[src/rtl/zx_ports_pkg.sv]
// shared port addresses, register numbers, reset values and bus structs for the port controller
package zx_ports_pkg;

  // low address byte of each decoded port
  localparam logic [7:0] PORT_FE     = 8'hfe;
  localparam logic [7:0] PORT_FD     = 8'hfd; // #7FFD when a15 low
  localparam logic [7:0] PORT_XT     = 8'haf;
  localparam logic [7:0] PORT_KJOY   = 8'h1f;
  localparam logic [7:0] PORT_KMOUSE = 8'hdf;
  localparam logic [7:0] PORT_SDCFG  = 8'h77;
  localparam logic [7:0] PORT_SDDAT  = 8'h57;

  // extended register number, high byte of #xxAF
  typedef enum logic [7:0] {
    XT_STATUS   = 8'h00,
    XT_RAMPAGE0 = 8'h10,
    XT_RAMPAGE1 = 8'h11,
    XT_RAMPAGE2 = 8'h12,
    XT_RAMPAGE3 = 8'h13,
    XT_SYSCONF  = 8'h20,
    XT_MEMCONF  = 8'h21,
    XT_INTMASK  = 8'h2a
  } xt_reg_e;

  // memconf[7:6]
  typedef enum logic [1:0] {
    LOCK_NONE = 2'd0,
    LOCK_128  = 2'd1,
    LOCK_M1   = 2'd2, // no opcode snoop here, behaves as none
    LOCK_1M   = 2'd3
  } lock_mode_e;

  localparam logic [7:0] RST_RAMPAGE0 = 8'h00;
  localparam logic [7:0] RST_RAMPAGE1 = 8'h05;
  localparam logic [7:0] RST_RAMPAGE2 = 8'h02;
  localparam logic [7:0] RST_RAMPAGE3 = 8'h00;
  localparam logic [7:0] RST_SYSCONF  = 8'h00; // 3.5 MHz
  localparam logic [7:0] RST_MEMCONF  = 8'h04; // rom map off
  localparam logic [7:0] RST_INTMASK  = 8'h01; // frame int only

  localparam logic [2:0] VDAC_VER = 3'd0;
  localparam logic       FDR_VER  = 1'b0;

  // one decoded bus access
  typedef struct packed {
    logic    fe;
    logic    xt;
    logic    p7ffd;
    logic    sdcfg;
    logic    sddat;
    logic    kjoy;
    logic    kmouse;
    logic    wr;     // write strobe on a hit
    logic    rd;     // read strobe on a hit
    xt_reg_e xt_reg;
  } port_req_t;

  typedef struct packed {
    logic [7:0] rampage3;
    logic [7:0] rampage2;
    logic [7:0] rampage1;
    logic [7:0] rampage0;
    logic [7:0] sysconf;
    logic [7:0] memconf;
    logic [7:0] intmask;
  } sys_cfg_t;

  // peripheral data returned on reads
  typedef struct packed {
    logic [4:0] keys;
    logic       tape;
    logic [4:0] kjoy;
    logic [7:0] mouse;
    logic [7:0] sd_data;
  } rd_src_t;

endpackage
[src/rtl/zx_ports.sv]
// port controller top, joins decode, config registers, paging, SD and read mux
`timescale 1ns/1ps

module zx_ports
(
  input  logic                    clk,
  input  logic                    rst,
  input  logic [15:0]             a,
  input  logic [7:0]              din,
  input  logic                    iowr_s,
  input  logic                    iord_s,
  input  logic                    iord,
  input  logic                    dos,
  input  zx_ports_pkg::rd_src_t   rd_src,
  output logic [7:0]              dout,
  output logic                    dataout,
  output logic                    porthit,
  output zx_ports_pkg::sys_cfg_t  cfg,
  output logic [31:0]             xt_page,
  output logic                    sdcs_n,
  output logic                    sd2cs_n,
  output logic                    sd_start,
  output logic [7:0]              sd_datain
);

  zx_ports_pkg::port_req_t  req;
  zx_ports_pkg::lock_mode_e lock_mode;
  logic                     p7ffd_wr;
  logic [7:0]               page3;
  logic                     mem_bit0;

  assign lock_mode = zx_ports_pkg::lock_mode_e'(cfg.memconf[7:6]);
  assign xt_page   = {cfg.rampage3, cfg.rampage2, cfg.rampage1, cfg.rampage0};
  assign dataout   = porthit && iord; // drive the cpu bus only on our own reads

  port_decode port_decode_inst (
    .a(a), .iowr_s(iowr_s), .iord_s(iord_s), .dos(dos),
    .req(req), .porthit(porthit)
  );

  page_7ffd page_7ffd_inst (
    .clk(clk), .rst(rst), .req(req), .din(din), .lock_mode(lock_mode),
    .p7ffd_wr(p7ffd_wr), .page3(page3), .mem_bit0(mem_bit0)
  );

  xt_config_regs xt_config_regs_inst (
    .clk(clk), .rst(rst), .req(req), .din(din),
    .p7ffd_wr(p7ffd_wr), .page3(page3), .mem_bit0(mem_bit0),
    .cfg(cfg)
  );

  sd_spi_ctrl sd_spi_ctrl_inst (
    .clk(clk), .rst(rst), .req(req), .din(din),
    .sdcs_n(sdcs_n), .sd2cs_n(sd2cs_n),
    .sd_start(sd_start), .sd_datain(sd_datain)
  );

  port_read_mux port_read_mux_inst (
    .clk(clk), .rst(rst), .req(req), .cfg(cfg), .rd_src(rd_src),
    .dout(dout)
  );

endmodule

[src/rtl/port_read_mux.sv]
// read data multiplexer for the internal ports plus the power-up status flag
`timescale 1ns/1ps

module port_read_mux
(
  input  logic                     clk,
  input  logic                     rst,
  input  zx_ports_pkg::port_req_t  req,
  input  zx_ports_pkg::sys_cfg_t   cfg,
  input  zx_ports_pkg::rd_src_t    rd_src,
  output logic [7:0]               dout
);

  logic pwr_up;
  logic status_rd;

  assign status_rd = req.xt && req.rd && (req.xt_reg == zx_ports_pkg::XT_STATUS);

  // set by reset, gone after the first status read
  always_ff @(posedge clk or posedge rst)
  begin
    if (rst)
      pwr_up <= 1'b1;
    else if (status_rd)
      pwr_up <= 1'b0;
  end

  always_comb
  begin
    dout = 8'hff; // open bus
    if (req.fe)
      dout = {1'b1, rd_src.tape, 1'b1, rd_src.keys};
    else if (req.xt)
    begin
      case (req.xt_reg)
        zx_ports_pkg::XT_STATUS:
          dout = {1'b0, pwr_up, zx_ports_pkg::FDR_VER, 2'b00, zx_ports_pkg::VDAC_VER};
        zx_ports_pkg::XT_RAMPAGE2:
          dout = cfg.rampage2;
        zx_ports_pkg::XT_RAMPAGE3:
          dout = cfg.rampage3;
        default:
          dout = 8'hff; // write-only registers
      endcase
    end
    else if (req.kjoy)
      dout = {3'b000, rd_src.kjoy};
    else if (req.kmouse)
      dout = rd_src.mouse;
    else if (req.sdcfg)
      dout = 8'h00; // card present, not write protected
    else if (req.sddat)
      dout = rd_src.sd_data;
  end

endmodule

[src/rtl/sd_spi_ctrl.sv]
// SD card chip selects and SPI transfer start, Z-controller compatible
`timescale 1ns/1ps

module sd_spi_ctrl
(
  input  logic                     clk,
  input  logic                     rst,
  input  zx_ports_pkg::port_req_t  req,
  input  logic [7:0]               din,
  output logic                     sdcs_n,
  output logic                     sd2cs_n,
  output logic                     sd_start,
  output logic [7:0]               sd_datain
);

  always_ff @(posedge clk or posedge rst)
  begin
    if (rst)
    begin
      sdcs_n  <= 1'b1;
      sd2cs_n <= 1'b1;
    end
    else if (req.sdcfg && req.wr)
    begin
      sdcs_n  <= din[1];
      sd2cs_n <= ~din[4]; // second card select is active high in the port
    end
  end

  // any access to the data port kicks one byte exchange
  assign sd_start  = req.sddat && (req.wr || req.rd);
  assign sd_datain = req.wr ? din : 8'hff; // reads shift out ones
endmodule

[src/rtl/xt_config_regs.sv]
// extended configuration registers written through #xxAF and #7FFD
`timescale 1ns/1ps

module xt_config_regs
(
  input  logic                     clk,
  input  logic                     rst,
  input  zx_ports_pkg::port_req_t  req,
  input  logic [7:0]               din,
  input  logic                     p7ffd_wr,
  input  logic [7:0]               page3,
  input  logic                     mem_bit0,
  output zx_ports_pkg::sys_cfg_t   cfg
);

  logic xt_wr;

  assign xt_wr = req.xt && req.wr;

  always_ff @(posedge clk or posedge rst)
  begin
    if (rst)
    begin
      cfg.rampage0 <= zx_ports_pkg::RST_RAMPAGE0;
      cfg.rampage1 <= zx_ports_pkg::RST_RAMPAGE1;
      cfg.rampage2 <= zx_ports_pkg::RST_RAMPAGE2;
      cfg.rampage3 <= zx_ports_pkg::RST_RAMPAGE3;
      cfg.sysconf  <= zx_ports_pkg::RST_SYSCONF;
      cfg.memconf  <= zx_ports_pkg::RST_MEMCONF;
      cfg.intmask  <= zx_ports_pkg::RST_INTMASK;
    end
    else if (p7ffd_wr)
    begin
      // classic paging only touches the top window and rom bit
      cfg.rampage3   <= page3;
      cfg.memconf[0] <= mem_bit0;
    end
    else if (xt_wr)
    begin
      case (req.xt_reg)
        zx_ports_pkg::XT_RAMPAGE0:
          cfg.rampage0 <= din;
        zx_ports_pkg::XT_RAMPAGE1:
          cfg.rampage1 <= din;
        zx_ports_pkg::XT_RAMPAGE2:
          cfg.rampage2 <= din;
        zx_ports_pkg::XT_RAMPAGE3:
          cfg.rampage3 <= din;
        zx_ports_pkg::XT_SYSCONF:
          cfg.sysconf <= din;
        zx_ports_pkg::XT_MEMCONF:
          cfg.memconf <= din; // lock mode lives in 7:6
        zx_ports_pkg::XT_INTMASK:
          cfg.intmask <= din;
        default:
        begin
          // status and unmapped numbers, nothing to store
        end
      endcase
    end
  end

endmodule

[src/rtl/page_7ffd.sv]
// classic #7FFD paging with the 48K lock and the memconf lock modes
`timescale 1ns/1ps

module page_7ffd
(
  input  logic                     clk,
  input  logic                     rst,
  input  zx_ports_pkg::port_req_t  req,
  input  logic [7:0]               din,
  input  zx_ports_pkg::lock_mode_e lock_mode,
  output logic                     p7ffd_wr,
  output logic [7:0]               page3,
  output logic                     mem_bit0
);

  logic lock48;

  assign p7ffd_wr = req.p7ffd && req.wr && !lock48;

  always_comb
  begin
    case (lock_mode)
      zx_ports_pkg::LOCK_1M:  page3 = {2'b00, din[5], din[7:6], din[2:0]};
      zx_ports_pkg::LOCK_128: page3 = {5'b00000, din[2:0]};
      default:                page3 = {3'b000, din[7:6], din[2:0]};
    endcase
  end

  assign mem_bit0 = din[4]; // rom select

  // bit 5 locks further paging, in 1M mode it is a page bit instead
  always_ff @(posedge clk or posedge rst)
  begin
    if (rst)
      lock48 <= 1'b0;
    else if (p7ffd_wr && (lock_mode != zx_ports_pkg::LOCK_1M))
      lock48 <= din[5];
  end

endmodule

[src/rtl/port_decode.sv]
// port address decoder, turns the bus address and strobes into one request
`timescale 1ns/1ps

module port_decode
(
  input  logic [15:0]              a,
  input  logic                     iowr_s,
  input  logic                     iord_s,
  input  logic                     dos,
  output zx_ports_pkg::port_req_t  req,
  output logic                     porthit
);

  logic [7:0] loa;
  logic [7:0] hoa;
  logic       hit_fe;
  logic       hit_xt;
  logic       hit_7ffd;
  logic       hit_sdcfg;
  logic       hit_sddat;
  logic       hit_kjoy;
  logic       hit_kmouse;

  assign loa = a[7:0];
  assign hoa = a[15:8];

  assign hit_fe     = (loa == zx_ports_pkg::PORT_FE);
  assign hit_xt     = (loa == zx_ports_pkg::PORT_XT);
  assign hit_7ffd   = (loa == zx_ports_pkg::PORT_FD) && !a[15]; // a15 high is AY
  assign hit_sdcfg  = (loa == zx_ports_pkg::PORT_SDCFG);
  assign hit_sddat  = (loa == zx_ports_pkg::PORT_SDDAT);
  assign hit_kmouse = (loa == zx_ports_pkg::PORT_KMOUSE);

  // #1F belongs to the floppy controller in dos
  assign hit_kjoy   = (loa == zx_ports_pkg::PORT_KJOY) && !dos;

  assign porthit = hit_fe | hit_xt | hit_7ffd | hit_sdcfg | hit_sddat
                 | hit_kjoy | hit_kmouse;

  always_comb
  begin
    req        = '0;
    req.fe     = hit_fe;
    req.xt     = hit_xt;
    req.p7ffd  = hit_7ffd;
    req.sdcfg  = hit_sdcfg;
    req.sddat  = hit_sddat;
    req.kjoy   = hit_kjoy;
    req.kmouse = hit_kmouse;
    req.wr     = iowr_s && porthit;
    req.rd     = iord_s && porthit;
    req.xt_reg = zx_ports_pkg::xt_reg_e'(hoa); // unlisted numbers fall to defaults
  end

endmodule

[config.mk]
export PLATFORM = sky130hd
export DESIGN_NAME = zx_ports
export DESIGN_NICKNAME = d
export VERILOG_FILES = /design/src/rtl/zx_ports_pkg.sv /design/src/rtl/zx_ports.sv /design/src/rtl/port_read_mux.sv /design/src/rtl/sd_spi_ctrl.sv /design/src/rtl/xt_config_regs.sv /design/src/rtl/page_7ffd.sv /design/src/rtl/port_decode.sv
export SDC_FILE = /design/constraint.sdc
export NUM_CORES = 1
export LEC_CHECK = 0
export ABC_AREA = 1
export CAP_MARGIN = 15
export CORE_MARGIN = 2
export CORE_UTILIZATION = 30
export CTS_CLUSTER_SIZE = 10
export DETAILED_ROUTE_END_ITERATION = 12
export DONT_BUFFER_PORTS = 1
export GPL_ROUTABILITY_DRIVEN = 0
export PLACE_DENSITY = 0.41
export SYNTH_ARGS = -nofsm -noshare
export SYNTH_HDL_FRONTEND = slang
export SYNTH_SLANG_ARGS = --single-unit
[constraint.sdc]
create_clock -name clk -period 2.5 [get_ports clk]
set_input_delay 0.5 -clock clk [delete_from_list [all_inputs] [get_ports clk]]
set_output_delay 0.5 -clock clk [all_outputs]
set_load 0.01 [all_outputs]
## Word-level counts from Yosys, hierarchy flattened

Index checks and enable logic that the tools add are counted.
W data, S select, Z words.

| storage, ports and cells | value |
|---|---|
| register bits | 60 |
| input bits | 57 |
| output and inout bits | 109 |
| logic and storage cells | 85 |

| cells by class | value |
|---|---|
| equality and inequality tests | 17 |
| multiplexer cells | 19 |
| bitwise operators | 8 |
| reduce and logical (&&, ||, !) cells | 29 |

Operators by type and width:

| operator | count |
|---|---|
| $mux W8 | 15 |
| $mux W56 | 1 |
| $eq A8 B5 Y1 const B | 5 |
| $eq A8 B8 Y1 const B | 4 |
| $eq A8 B6 Y1 const B | 3 |
| $pmux W8 S3 | 1 |
| $reduce_and A3 Y1 | 6 |
| $eq A8 B7 Y1 const B | 2 |
| $logic_and A1 B1 Y1 | 13 |
| $pmux W6 S2 | 1 |
| $logic_not A8 Y1 | 1 |
| $or A1 B1 Y1 | 6 |
| $reduce_bool A2 Y1 | 3 |
| $reduce_and A2 Y1 | 2 |
| $logic_not A1 Y1 | 3 |
| $eq A2 B1 Y1 const B | 1 |
| $eq A2 B2 Y1 const B | 1 |
| $ne A2 B2 Y1 const B | 1 |
| $not A1 Y1 | 2 |
| $logic_or A1 B1 Y1 | 1 |
| $mux W1 | 1 |

## Logic depth before layout (Yosys ltp)

Gate-level depths: netlist (run 1).

| logic depth | value |
|---|---|
| depth after elaboration | 12 |
| depth in mapped cells | 13 |
| gate-level depth less buffers | 12 |

## Hierarchy

From an unflattened synthesis (run 1), not the netlist that was laid out.

| unflattened totals | value |
|---|---|
| cells, all modules | 536 |
| area, all modules | 3873.7 um^2 |

Modules (own cells, without submodules):

| module | instances | cells each | area each (um^2) | seq. area each (um^2) |
|---|---|---|---|---|
| xt_config_regs | 1 | 268 | 2378.5 | 1407.6 |
| port_read_mux | 1 | 120 | 600.6 | 26.3 |
| port_decode | 1 | 65 | 346.6 | 0.0 |
| zx_ports | 1 | 34 | 247.7 | 0.0 |
| sd_spi_ctrl | 1 | 28 | 168.9 | 52.6 |
| page_7ffd | 1 | 21 | 131.4 | 25.0 |

## Least setup slack after synthesis (run 1)

Ideal clock, no wire load.

| timing | value |
|---|---|
| kind | in2out |
| start point | in a[11] |
| end point | out dout[0] |
| data arrival time | 1.640 ns |
| required time | 2.000 ns |
| path slack | 0.360 ns |
| stages | 7 |
| path buffers | 0 |
| cell sequence | nor2_1 -> inv_1 -> nor2_1 -> nand2_1 -> o22ai_1 -> o21ai_0 -> o21ai_0 |

| on the way | value |
|---|---|
| cells in the longest elaborated chain, start to end | 4 |
| elaborated cells between the ends (all ways) | 6 |
| classes of those cells | eq/ne: 2; mux: 3; reduce/logical: 1 |

Ends and longest elaborated chain:

| element | line | text |
|---|---|---|
| start: declaration | zx_ports.sv:8 | `input logic [15:0] a,` |
| $eq A8 B5 Y1 or $logic_not A8 Y1 (tied branches) | port_read_mux.sv:35 | `case (req.xt_reg)` |
| $pmux W8 S3 * | port_read_mux.sv:35 |  |
| $mux W8 * | port_read_mux.sv:33 | `else if (req.xt)` |
| $mux W8 * | port_read_mux.sv:31 | `if (req.fe)` |
| end: declaration | zx_ports.sv:15 | `output logic [7:0] dout,` |

Mark *: on every way between the ends. The rest lies on a longest branch, timed or not.

## Final worst setup path (run 1)

| timing | value |
|---|---|
| start point | in a[11] |
| end point | out dout[4] |

The elaborated chain is that of the path after synthesis.

==> run summary, run 1 <==
#FFs+latches synth: 60
Worst-margin pin slew: 0.716 ns
Syn_nets: 488
Post-Route WL: 10600 um
Clk slew on worst S/H paths: 0.05 ns
Clock sinks: 60
# rows: 39
Final min period: 2.26 ns
Vias: 2786
Grt total ovfl: 0
Max IR drop VDD: 0.327 mV
YS warnings: 0
Reg2reg start: page_7ffd_inst.lock48
Final Setup Violations: 0
# diodes: 0
Post-synth cell types: 34
Final hold violation count: 0
Syn Area/Cell: 7.95 um^2
Clock Path Buffers: 2
Post-synthesis mux area share: 0%
IO Port Bufs: 0
Max Clock Freq: 0.443 GHz
Compound-Gate Fraction of Synth Area: 15.3%
Fillers: 1195
Routed WL per cell: 18.8 um
Die Area: 0.0123 mm^2
Antenna viol nets, final: 0
Unrepaired setup endpoints after global routing: false
Largest net degree at the start of global routing: 34
DRC: 0
Boundary Pins: 166
Vias per cell: 4.95
Pwr per Cell Area: 646 mW/mm^2
H-tree levels: 3
Final Max Slew Viols: 0
Reg area: 0.00151 mm^2
Simple-Gate Fraction of Synth Area: 25.9%
CTS tree: yes
WS Path Type: primary input to output port
Setup_tns: 0 ns
Post-place instance area: 0.00341 mm^2
1st-iter DRT viols: 155
Core ar.: 0.0113 mm^2
Root buffer cell: clkbuf_16
Layout cells sized above 1: 17.1%
Pleak: 1.76 nW
Chip height: 111 um
Area Growth Syn to Fin: 9.06%
RR Endpoint: xt_config_regs_inst.cfg[54]
Crit share post-route: 90.4%
Worst path arrival time: 1.76 ns
Synth Instances: 431
Area of the multi-input gates: 0.00142 mm^2
Clock Skews: 0.00671 ns
WP data required: 2.00 ns
Post-Synth XOR/XNOR Area: 0%
Post-DP HPWL: 8160 um
CP Max Fanout: 3
Tot GR Track Use: 17.3%
NumNets Final: 472
Max-Cap Viols: 0
Reg2Reg Setup Slack: 1.31 ns
Adder-Cell Fraction of Synth Area: 0%
TritonRoute pass-1 iters: 6
Antenna violations before repair: 0
Startpoint Class: primary input
Die width: 111 um
Vias in the first global route: 2780
Crit. End Element: output port
Seq/Total Area, Yosys: 44.1%
First-pass GRT wire length: 16300 um
Post-CTS Setup Inserts: 0
Final Instance Area: 0.00374 mm^2
Initial Utilization: 30.4%
CTS Buf Count: 9
Hold Path Class: primary input to asynchronous set/reset pin
R2R cell count: 6
Max_slew headroom: 52.2%
Clock Latency Late Sink: 0.32 ns
Synthesized area: 0.00343 mm^2
Outcome: finished, final reports clean
Largest family of logic cells by synthesized area: simple AND/OR/NAND/NOR gates
## cells by family (layout without fill, tap and decap cells)
family,Yosys count,in the layout
simple gates,182,182
compound gates,97,97
buf+inv,92,81
flops,60,60
## timing repair
item                       CTS  global route
hold buffers                 0             0
gates resized for setup      0             2
setup endpoints to repair    0             4
## critical path, cell delays in order
cell	delay, ns
nor2_1	0.16
inv_1	0.08
nor3_1	0.17
nand2_1	0.15
inv_1	0.13
nand2_1	0.09
o21ai_0	0.09
o21ai_0	0.09
o21ai_0	0.16
buf_4	0.14
## registers in the layout (all words and copies together) (netlist names)
register and count:
xt_config_regs_inst.cfg 56, page_7ffd_inst.lock48 1, port_read_mux_inst.pwr_up 1, sd_spi_ctrl_inst.sd2cs_n 1
sd_spi_ctrl_inst.sdcs_n 1
## layer usage
metal / track usage (%) / wire length (um) / up-vias
met1: 22.8 / 4740 / 1335
met4: 4.08 / 129 / 0
met3: 6.40 / 775 / 11
li1: - / - / 1349
met2: 27.2 / 4920 / 91
met5: 0 / 0 / -
## cell type report
type / count / share of cell area (%)
inverter: 53 / 5.39
tap: 143 / 4.79
multi-input combinational: 279 / 37.9
sequential: 60 / 40.5
timing repair buffer: 12 / 2.75
clock inverter: 7 / 2.68
clock buffer: 9 / 6.03
## worst max path at each step
stage / from / end / slack, ns / depth (start not counted)
after floorplan: a[11] / dout[0] / 0.36 / 7
after global placement: a[15] / dout[0] / 0.20 / 8
after detailed placement: a[15] / dout[0] / 0.14 / 8
after CTS: a[15] / dout[0] / 0.13 / 8
after global routing: a[12] / dout[3] / 0.06 / 11
final: a[11] / dout[4] / 0.24 / 10
## cell usage after synthesis
cell type  count  area, um^2
a21boi_0       1        7.51
a21oi_1        4        20.0
and3_1         1        6.26
buf_2          1        5.00
buf_4         33         248
buf_6          4        45.0
clkbuf_1       1        3.75
dfrtp_1       52        1300
dfstp_2        8         210
inv_1         47         176
inv_2          5        18.8
inv_4          1        6.26
nand2_1      102         383
nand2_2        7        43.8
nand2_4        1        11.3
nand3_1       26         130
nand3_2        3        30.0
nand3_4        3        52.6
nand3b_1       1        7.51
nand4_1       10        62.6
nand4_2        1        12.5
nor2_1        18        67.6
nor2_2         2        12.5
nor2_4         2        22.5
nor2_8         1        20.0
nor3_1         3        15.0
nor4b_1        1        8.76
o211ai_1       1        7.51
o21a_1         1        7.51
o21ai_0       43         215
o21ai_1       36         180
o21ai_2        7        61.3
o22ai_1        3        18.8
o31ai_1        1        7.51
## power by group
part           total (W)  leakage, nW  switching (W)  internal (W)
clock            0.00134        0.160       0.000464      0.000879
sequential      0.000972        0.757    0.000000101      0.000972
combinational  0.0000995        0.840      0.0000775     0.0000220
## cells in the final DEF, fill, tap and decap left out, drive strengths merged, types with 4 or more instances in the layout
master | synthesis | final
dfrtp | 52 | 52
nand3 | 32 | 32
buf | 38 | 12
a21oi | 4 | 4
nand2 | 110 | 110
nor2 | 23 | 23
nand4 | 11 | 11
dfstp | 8 | 8
o21ai | 86 | 86
clkinv | 0 | 4
clkbuf | 1 | 9
inv | 53 | 54
## metrics by stage
step                total power, W  worst slack (ns)  hold WS (ns)  util (%)  std cells
floorplan                  0.00105             0.360         0.436         -        431
finish                     0.00241             0.240         0.180      33.1        563
CTS                        0.00245             0.135         0.198      33.1        563
global placement           0.00109             0.201         0.455      30.2        547
detailed placement         0.00109             0.139         0.464      30.2        547
global route               0.00250            0.0570         0.217      33.1        563
Power figures use the tool's default switching activity.
==> run 2: changes to the inputs <==
--- a/config.mk
+++ b/config.mk
@@ -14,6 +14,7 @@
 export DONT_BUFFER_PORTS = 1
 export GPL_ROUTABILITY_DRIVEN = 0
 export PLACE_DENSITY = 0.41
+export SETUP_SLACK_MARGIN = 0.4
 export SYNTH_ARGS = -nofsm -noshare
 export SYNTH_HDL_FRONTEND = slang
 export SYNTH_SLANG_ARGS = --single-unit
==> run 2 against run 1 <==
Via count grew 1.4%. Setup slack improved by 0.24 ns. Cell count up 0.89%. Combinational power grew 14%. Critical endpoint is now dout[0]. Critical path depth fell by 3. Non-clock buffer count increased by 5. Clock power about the same. Clock skew is 0.0034 ns lower. Sequential power is essentially flat.
==> run summary, run 2 (synthesis results as in run 1) <==
Final Max Slew Viols: 0 (unchanged)
Most frequent cells in the layout: 85 x nand2_1, 52 x dfrtp_1, 46 x o21ai_1
Antenna violations before repair: 0 (unchanged)
# rows: 39 (unchanged)
Reg2reg start: page_7ffd_inst.lock48
Most flops, register: xt_config_regs_inst.cfg
Combinational power share: 4.7% (+0.6 points)
Commonest non-fill, non-tap cell in the layout: nand2_1
Post-place setup slack: 0.226 ns (+0.0877 ns)
R2R cell count: 6 (unchanged)
Final Setup Violations: 0 (unchanged)
Max IR drop VDD: 0.428 mV (+31%)
Sequential power share: 40.4% (about the same)
Max-Cap Viols: 0 (unchanged)
WS Path Type: primary input to output port
Die width: 111 um (unchanged)
Antenna viol nets, final: 0 (unchanged)
CP Max Fanout: 8 (+5)
Vias: 2826 (+1.4%)
Area Growth Syn to Fin: 15.9%
Crit share post-route: 80.7% (-9.6 points)
Pwr per Cell Area: 607 mW/mm^2 (-6.1%)
Hold Path Class: primary input to asynchronous set/reset pin
# hold bufs at CTS: 0 (unchanged)
Max_slew headroom: 60.4% (+8.2 points)
Die Area: 0.0123 mm^2 (unchanged)
CTS tree: yes
Reg2Reg Setup Slack: 1.39 ns (+0.08 ns)
Worst Slack Setup Final: 0.481 ns (+0.241 ns)
Clock Skews: 0.00333 ns (-0.00338 ns)
Grt total ovfl: 0 (unchanged)
Setup_tns: 0 ns (unchanged)
Psw: 0.000517 W (-4.5%)
Clock Latency Late Sink: 0.32 ns (about the same)
Internal: 0.00189 W (+1.1%)
Tot GR Track Use: 17.7% (+0.34 points)
H-tree levels: 3 (unchanged)
Unrepaired setup endpoints after global routing: true
Layout cells sized above 1: 27.3% (+10 points)
Boundary Pins: 166 (unchanged)
Fillers: 1201 (+0.50%)
Pleak: 1.83 nW (+4.0%)
1st-iter DRT viols: 160 (+3.2%)
Max reg flops: 56 (unchanged)
Post-Route WL: 10700 um (+1.5%)
Startpoint Class: primary input
RR Endpoint: xt_config_regs_inst.cfg[54]
Routed WL per cell: 18.9 um (+0.59%)
Root buffer cell: clkbuf_16
Clock Power Share: 55.0% (-0.6 points)
CTS Buf Count: 9 (unchanged)
Clock Path Buffers: 2 (unchanged)
Switching Share: 21.5% (-0.98 points)
Final min period: 2.02 ns (-0.241 ns)
TritonRoute pass-1 iters: 4 (-2)
Clock sinks: 60 (unchanged)
Outcome: finished, final reports clean
Worst-margin pin slew: 0.593 ns (-0.123 ns)
IO Port Bufs: 0 (unchanged)
Max Clock Freq: 0.495 GHz (+12%)
Chip height: 111 um (unchanged)
Initial Utilization: 30.4% (unchanged)
DRC: 0 (unchanged)
Largest net degree at the start of global routing: 28 (-18%)
Worst path arrival time: 1.52 ns (-0.24 ns)
Post-DP HPWL: 8180 um (+0.28%)
WP data required: 2.00 ns (about the same)
# diodes: 0 (unchanged)
First-pass GRT wire length: 16500 um (+1.1%)
Final hold violation count: 0 (unchanged)
Crit. End Element: output port
Clk slew on worst S/H paths: 0.05 ns (about the same)
Core ar.: 0.0113 mm^2 (unchanged)
Vias in the first global route: 2741 (-1.4%)
NumNets Final: 477 (+1.1%)
Vias per cell: 4.98 (+0.54%)
-- run 2: what timing repair did --
action / CTS / global route
setup endpoints to repair: 17 / 17
pin swaps: 5 / 16
buffers inserted: 2 / 8
resized for setup: 19 / 56
-- run 2: routing by layer --
metal,global-route usage [%],part of all wire [%],up-vias
met1,22.9,41,1343
li1,-,-,1364
met4,3.50,1.7,0
met5,0,0,-
met2,27.6,48,104
met3,7.60,9.1,15
-- run 2: final cells by class --
type                    count  area (um^2)  share of cell area, %
clock buffers              11          243                   6.11
clock inverters             5         75.1                   1.89
inverters                  53          219                   5.51
multi-input cells         279         1620                   40.7
flip-flops and latches     60         1510                   38.1
well taps                 143          179                   4.51
repair buffers             17          128                   3.21
-- run 2: worst max path at each step --
stage           from      endpoint  slack, ns  depth (start not counted)
2_1_floorplan  a[11]       dout[0]       0.44                          7
3_3_place_gp   a[15]       dout[0]       0.25                          7
3_5_place_dp   a[15]       dout[0]       0.23                          7
4_1_cts         a[0]  sd_datain[7]       0.41                          9
5_1_grt        a[11]       dout[4]       0.34                          9
6_report        a[8]       dout[0]       0.48                          7
-- run 2: power by group through the flow --
stage / Combinational (W) / Sequential (W) / Clock, W
after floorplan: 0.0000627 / 0.000989 / 0
after global placement: 0.0000987 / 0.000989 / 0
after detailed placement: 0.0000993 / 0.000989 / 0
after CTS: 0.000104 / 0.000973 / 0.00136
after global routing: 0.000128 / 0.000972 / 0.00141
final: 0.000113 / 0.000973 / 0.00132
-- run 2: through the flow --
| step | cell area [um^2] | hold slack [ns] | std cells | util (%) | power, W |
|---|---|---|---|---|---|
| finish | 3970 | 0.126 | 568 | 35.2 | 0.00241 |
| global route | 3970 | 0.174 | 568 | 35.2 | 0.00251 |
| CTS | 3740 | 0.144 | 560 | 33.2 | 0.00243 |
| detailed placement | 3360 | 0.449 | 542 | 29.8 | 0.00109 |
| global placement | 3360 | 0.451 | 542 | 29.8 | 0.00109 |
| floorplan | 3430 | 0.436 | 431 | - | 0.00105 |
-- run 2: critical path: stages --
cell and delay [ns]:
inv_1 0.11, nand2_1 0.13, nor2_2 0.20, nand2_4 0.11, o22ai_1 0.19, o21ai_2 0.10, o21ai_2 0.17
==> run 3: changes to the inputs <==
==> constraint.sdc (replaced) <==
create_clock -name clk -period 2.1 [get_ports clk]
set_input_delay 0.42 -clock clk [delete_from_list [all_inputs] [get_ports clk]]
set_output_delay 0.42 -clock clk [all_outputs]
set_load 0.01 [all_outputs]
==> run 3 against run 2 <==
Combinational power rose by 55%. Worst hold slack got worse by 0.059 ns. Non-clock buffer count grew 20. Via count grew 3.4%. Cell count up 3.7%. Wire length grew 3.4%. Setup slack got worse by 0.23 ns.
==> run summary, run 3 (synthesis results as in run 1) <==
Area Growth Syn to Fin: 28.6%
# rows: 39 (unchanged)
Tot GR Track Use: 18.3% (+0.61 points)
Die Area: 0.0123 mm^2 (unchanged)
Commonest non-fill, non-tap cell in the layout: nand2_1
# diodes: 0 (unchanged)
H-tree levels: 3 (unchanged)
Startpoint Class: primary input
Chip height: 111 um (unchanged)
CP Launch Point: a[15]
Top sig layer: met4
Design Power: 0.00283 W (+17%)
Routed WL per cell: 18.8 um (-0.26%)
Most frequent cells in the layout: 77 x nand2_1, 47 x dfrtp_1, 45 x o21ai_1
Met2 WL: 5200 um (+1.3%)
Pwr per Cell Area: 643 mW/mm^2 (+5.9%)
Internal: 0.00216 W (+14%)
Worst path arrival time: 1.42 ns (-0.10 ns)
Post-Layout Cell Count: 589 (+3.7%)
CP Max Fanout: 4 (-4)
Clock Power Share: 52.9% (-2.1 points)
Unrepaired setup endpoints after global routing: true
Clk slew on worst S/H paths: 0.05 ns (about the same)
Antenna viol nets, final: 0 (unchanged)
Core ar.: 0.0113 mm^2 (unchanged)
Post-place setup slack: 0.112 ns (-0.115 ns)
Max Clock Freq: 0.542 GHz
WP data required: 1.68 ns (-0.32 ns)
Max reg flops: 56 (unchanged)
Switching Share: 23.6% (+2.2 points)
Combinational power share: 6.2% (+1.5 points)
Outcome: finished, final reports clean
TritonRoute pass-1 iters: 4 (unchanged)
Final Max Slew Viols: 0 (unchanged)
CTS tree: yes
Placed cells: 548 (+1.1%)
NumNets Final: 498 (+4.4%)
Post-place instance area: 0.00355 mm^2 (+5.7%)
Final hold violation count: 0 (unchanged)
Initial Utilization: 30.4% (unchanged)
Clock sinks: 60 (unchanged)
Crit. End Element: output port
Clock Path Buffers: 2 (unchanged)
Max-Cap Viols: 0 (unchanged)
Antenna violations before repair: 0 (unchanged)
Vias per cell: 4.96 (-0.29%)
Psw: 0.000669 W (+29%)
Final min period: 1.84 ns
WS Path Type: primary input to output port
Vias in the first global route: 2999 (+9.4%)
Final Instance Area: 0.00440 mm^2 (+11%)
Vias: 2922 (+3.4%)
Grt total ovfl: 0 (unchanged)
Hold Path Class: primary input to asynchronous set/reset pin
Pleak: 2.06 nW (+13%)
Boundary Pins: 166 (unchanged)
DRC: 0 (unchanged)
IO Port Bufs: 0 (unchanged)
First-pass GRT wire length: 17400 um (+5.1%)
Worst Slack Setup Final: 0.256 ns (-0.226 ns)
Sequential power share: 40.9% (+0.5 points)
Crit share post-route: 87.8%
Die width: 111 um (unchanged)
Setup_tns: 0 ns (unchanged)
Reg2reg start: page_7ffd_inst.lock48
Final Setup Violations: 0 (unchanged)
Largest net degree at the start of global routing: 30 (+7.1%)
CTS Buf Count: 9 (unchanged)
Most flops, register: xt_config_regs_inst.cfg
Clock Skews: 0.0119 ns (+0.00855 ns)
1st-iter DRT viols: 127 (-21%)
WL met3: 910 um (-6.8%)
M1 WL: 4850 um (+9.3%)
Layout cells sized above 1: 38.1% (+11 points)
Post-DP HPWL: 8090 um (-1.1%)
Post-Route WL: 11100 um (+3.4%)
Clock Latency Late Sink: 0.33 ns (about the same)
Max_slew headroom: 54.5% (-5.9 points)
Worst-margin pin slew: 0.681 ns (+0.0883 ns)
Max IR drop VDD: 0.310 mV (-27%)
Root buffer cell: clkbuf_16
==> run 3: power groups by stage <==
stage | clock (W) | combinational [W] | sequential (W)
2_1_floorplan | 0 | 0.0000852 | 0.00118
3_3_place_gp | 0 | 0.000133 | 0.00118
3_5_place_dp | 0 | 0.000135 | 0.00118
4_1_cts | 0.00153 | 0.000164 | 0.00116
5_1_grt | 0.00158 | 0.000191 | 0.00116
6_report | 0.00150 | 0.000175 | 0.00116
==> run 3: path summary, 6_finish.rpt <==
kind                       slack, ns  cells after the start                          end
min in group clk                0.14                      1     sd_spi_ctrl_inst.sd2cs_n
min reg2reg                     0.46                      2    port_read_mux_inst.pwr_up
max reg2reg                     0.98                      6  xt_config_regs_inst.cfg[55]
max                             0.26                      8                      dout[2]
max in group asynchronous       1.42                      2  xt_config_regs_inst.cfg[41]
min                             0.07                      1  xt_config_regs_inst.cfg[33]
==> run 3: critical path: stages <==
cell and delay, ns:
nor2_4 0.11, nand2_2 0.09, inv_4 0.07, nand4_1 0.17
buf_4 0.19, o22ai_2 0.10, o21ai_2 0.08, o21ai_2 0.17
==> run 3: repair_timing <==
item / CTS / global route
hold buffers: 0 / 0
setup buffers: 17 / 7
setup endpoints to repair: 18 / 18
resized for setup: 90 / 26
pin swaps: 32 / 24
cloned: 1 / 0
==> run 3: layout make-up <==
cell class,instances,area (um^2)
clock buffers,10,239
clock inverters,6,63.8
fillers,1155,6870
inverters,53,251
multi-input cells,279,1830
flip-flops and latches,60,1520
well taps,143,179
repair buffers,37,315
repair inverters,1,11.3
==> run 3: metrics by stage <==
| step | hold WS [ns] | utilization (%) |
|---|---|---|
| 2_1_floorplan | 0.436 | - |
| 3_3_place_gp | 0.427 | 31.5 |
| 3_5_place_dp | 0.429 | 31.5 |
| 4_1_cts | 0.0787 | 37.9 |
| 5_1_grt | 0.105 | 39.1 |
| 6_report | 0.0671 | 39.1 |
==> run 3: per-layer routing <==
layer	vias to the layer above	track usage [%]
met5	-	0
met1	1414	23.6
li1	1406	-
met4	0	4.58
met3	16	7.11
met2	86	28.8
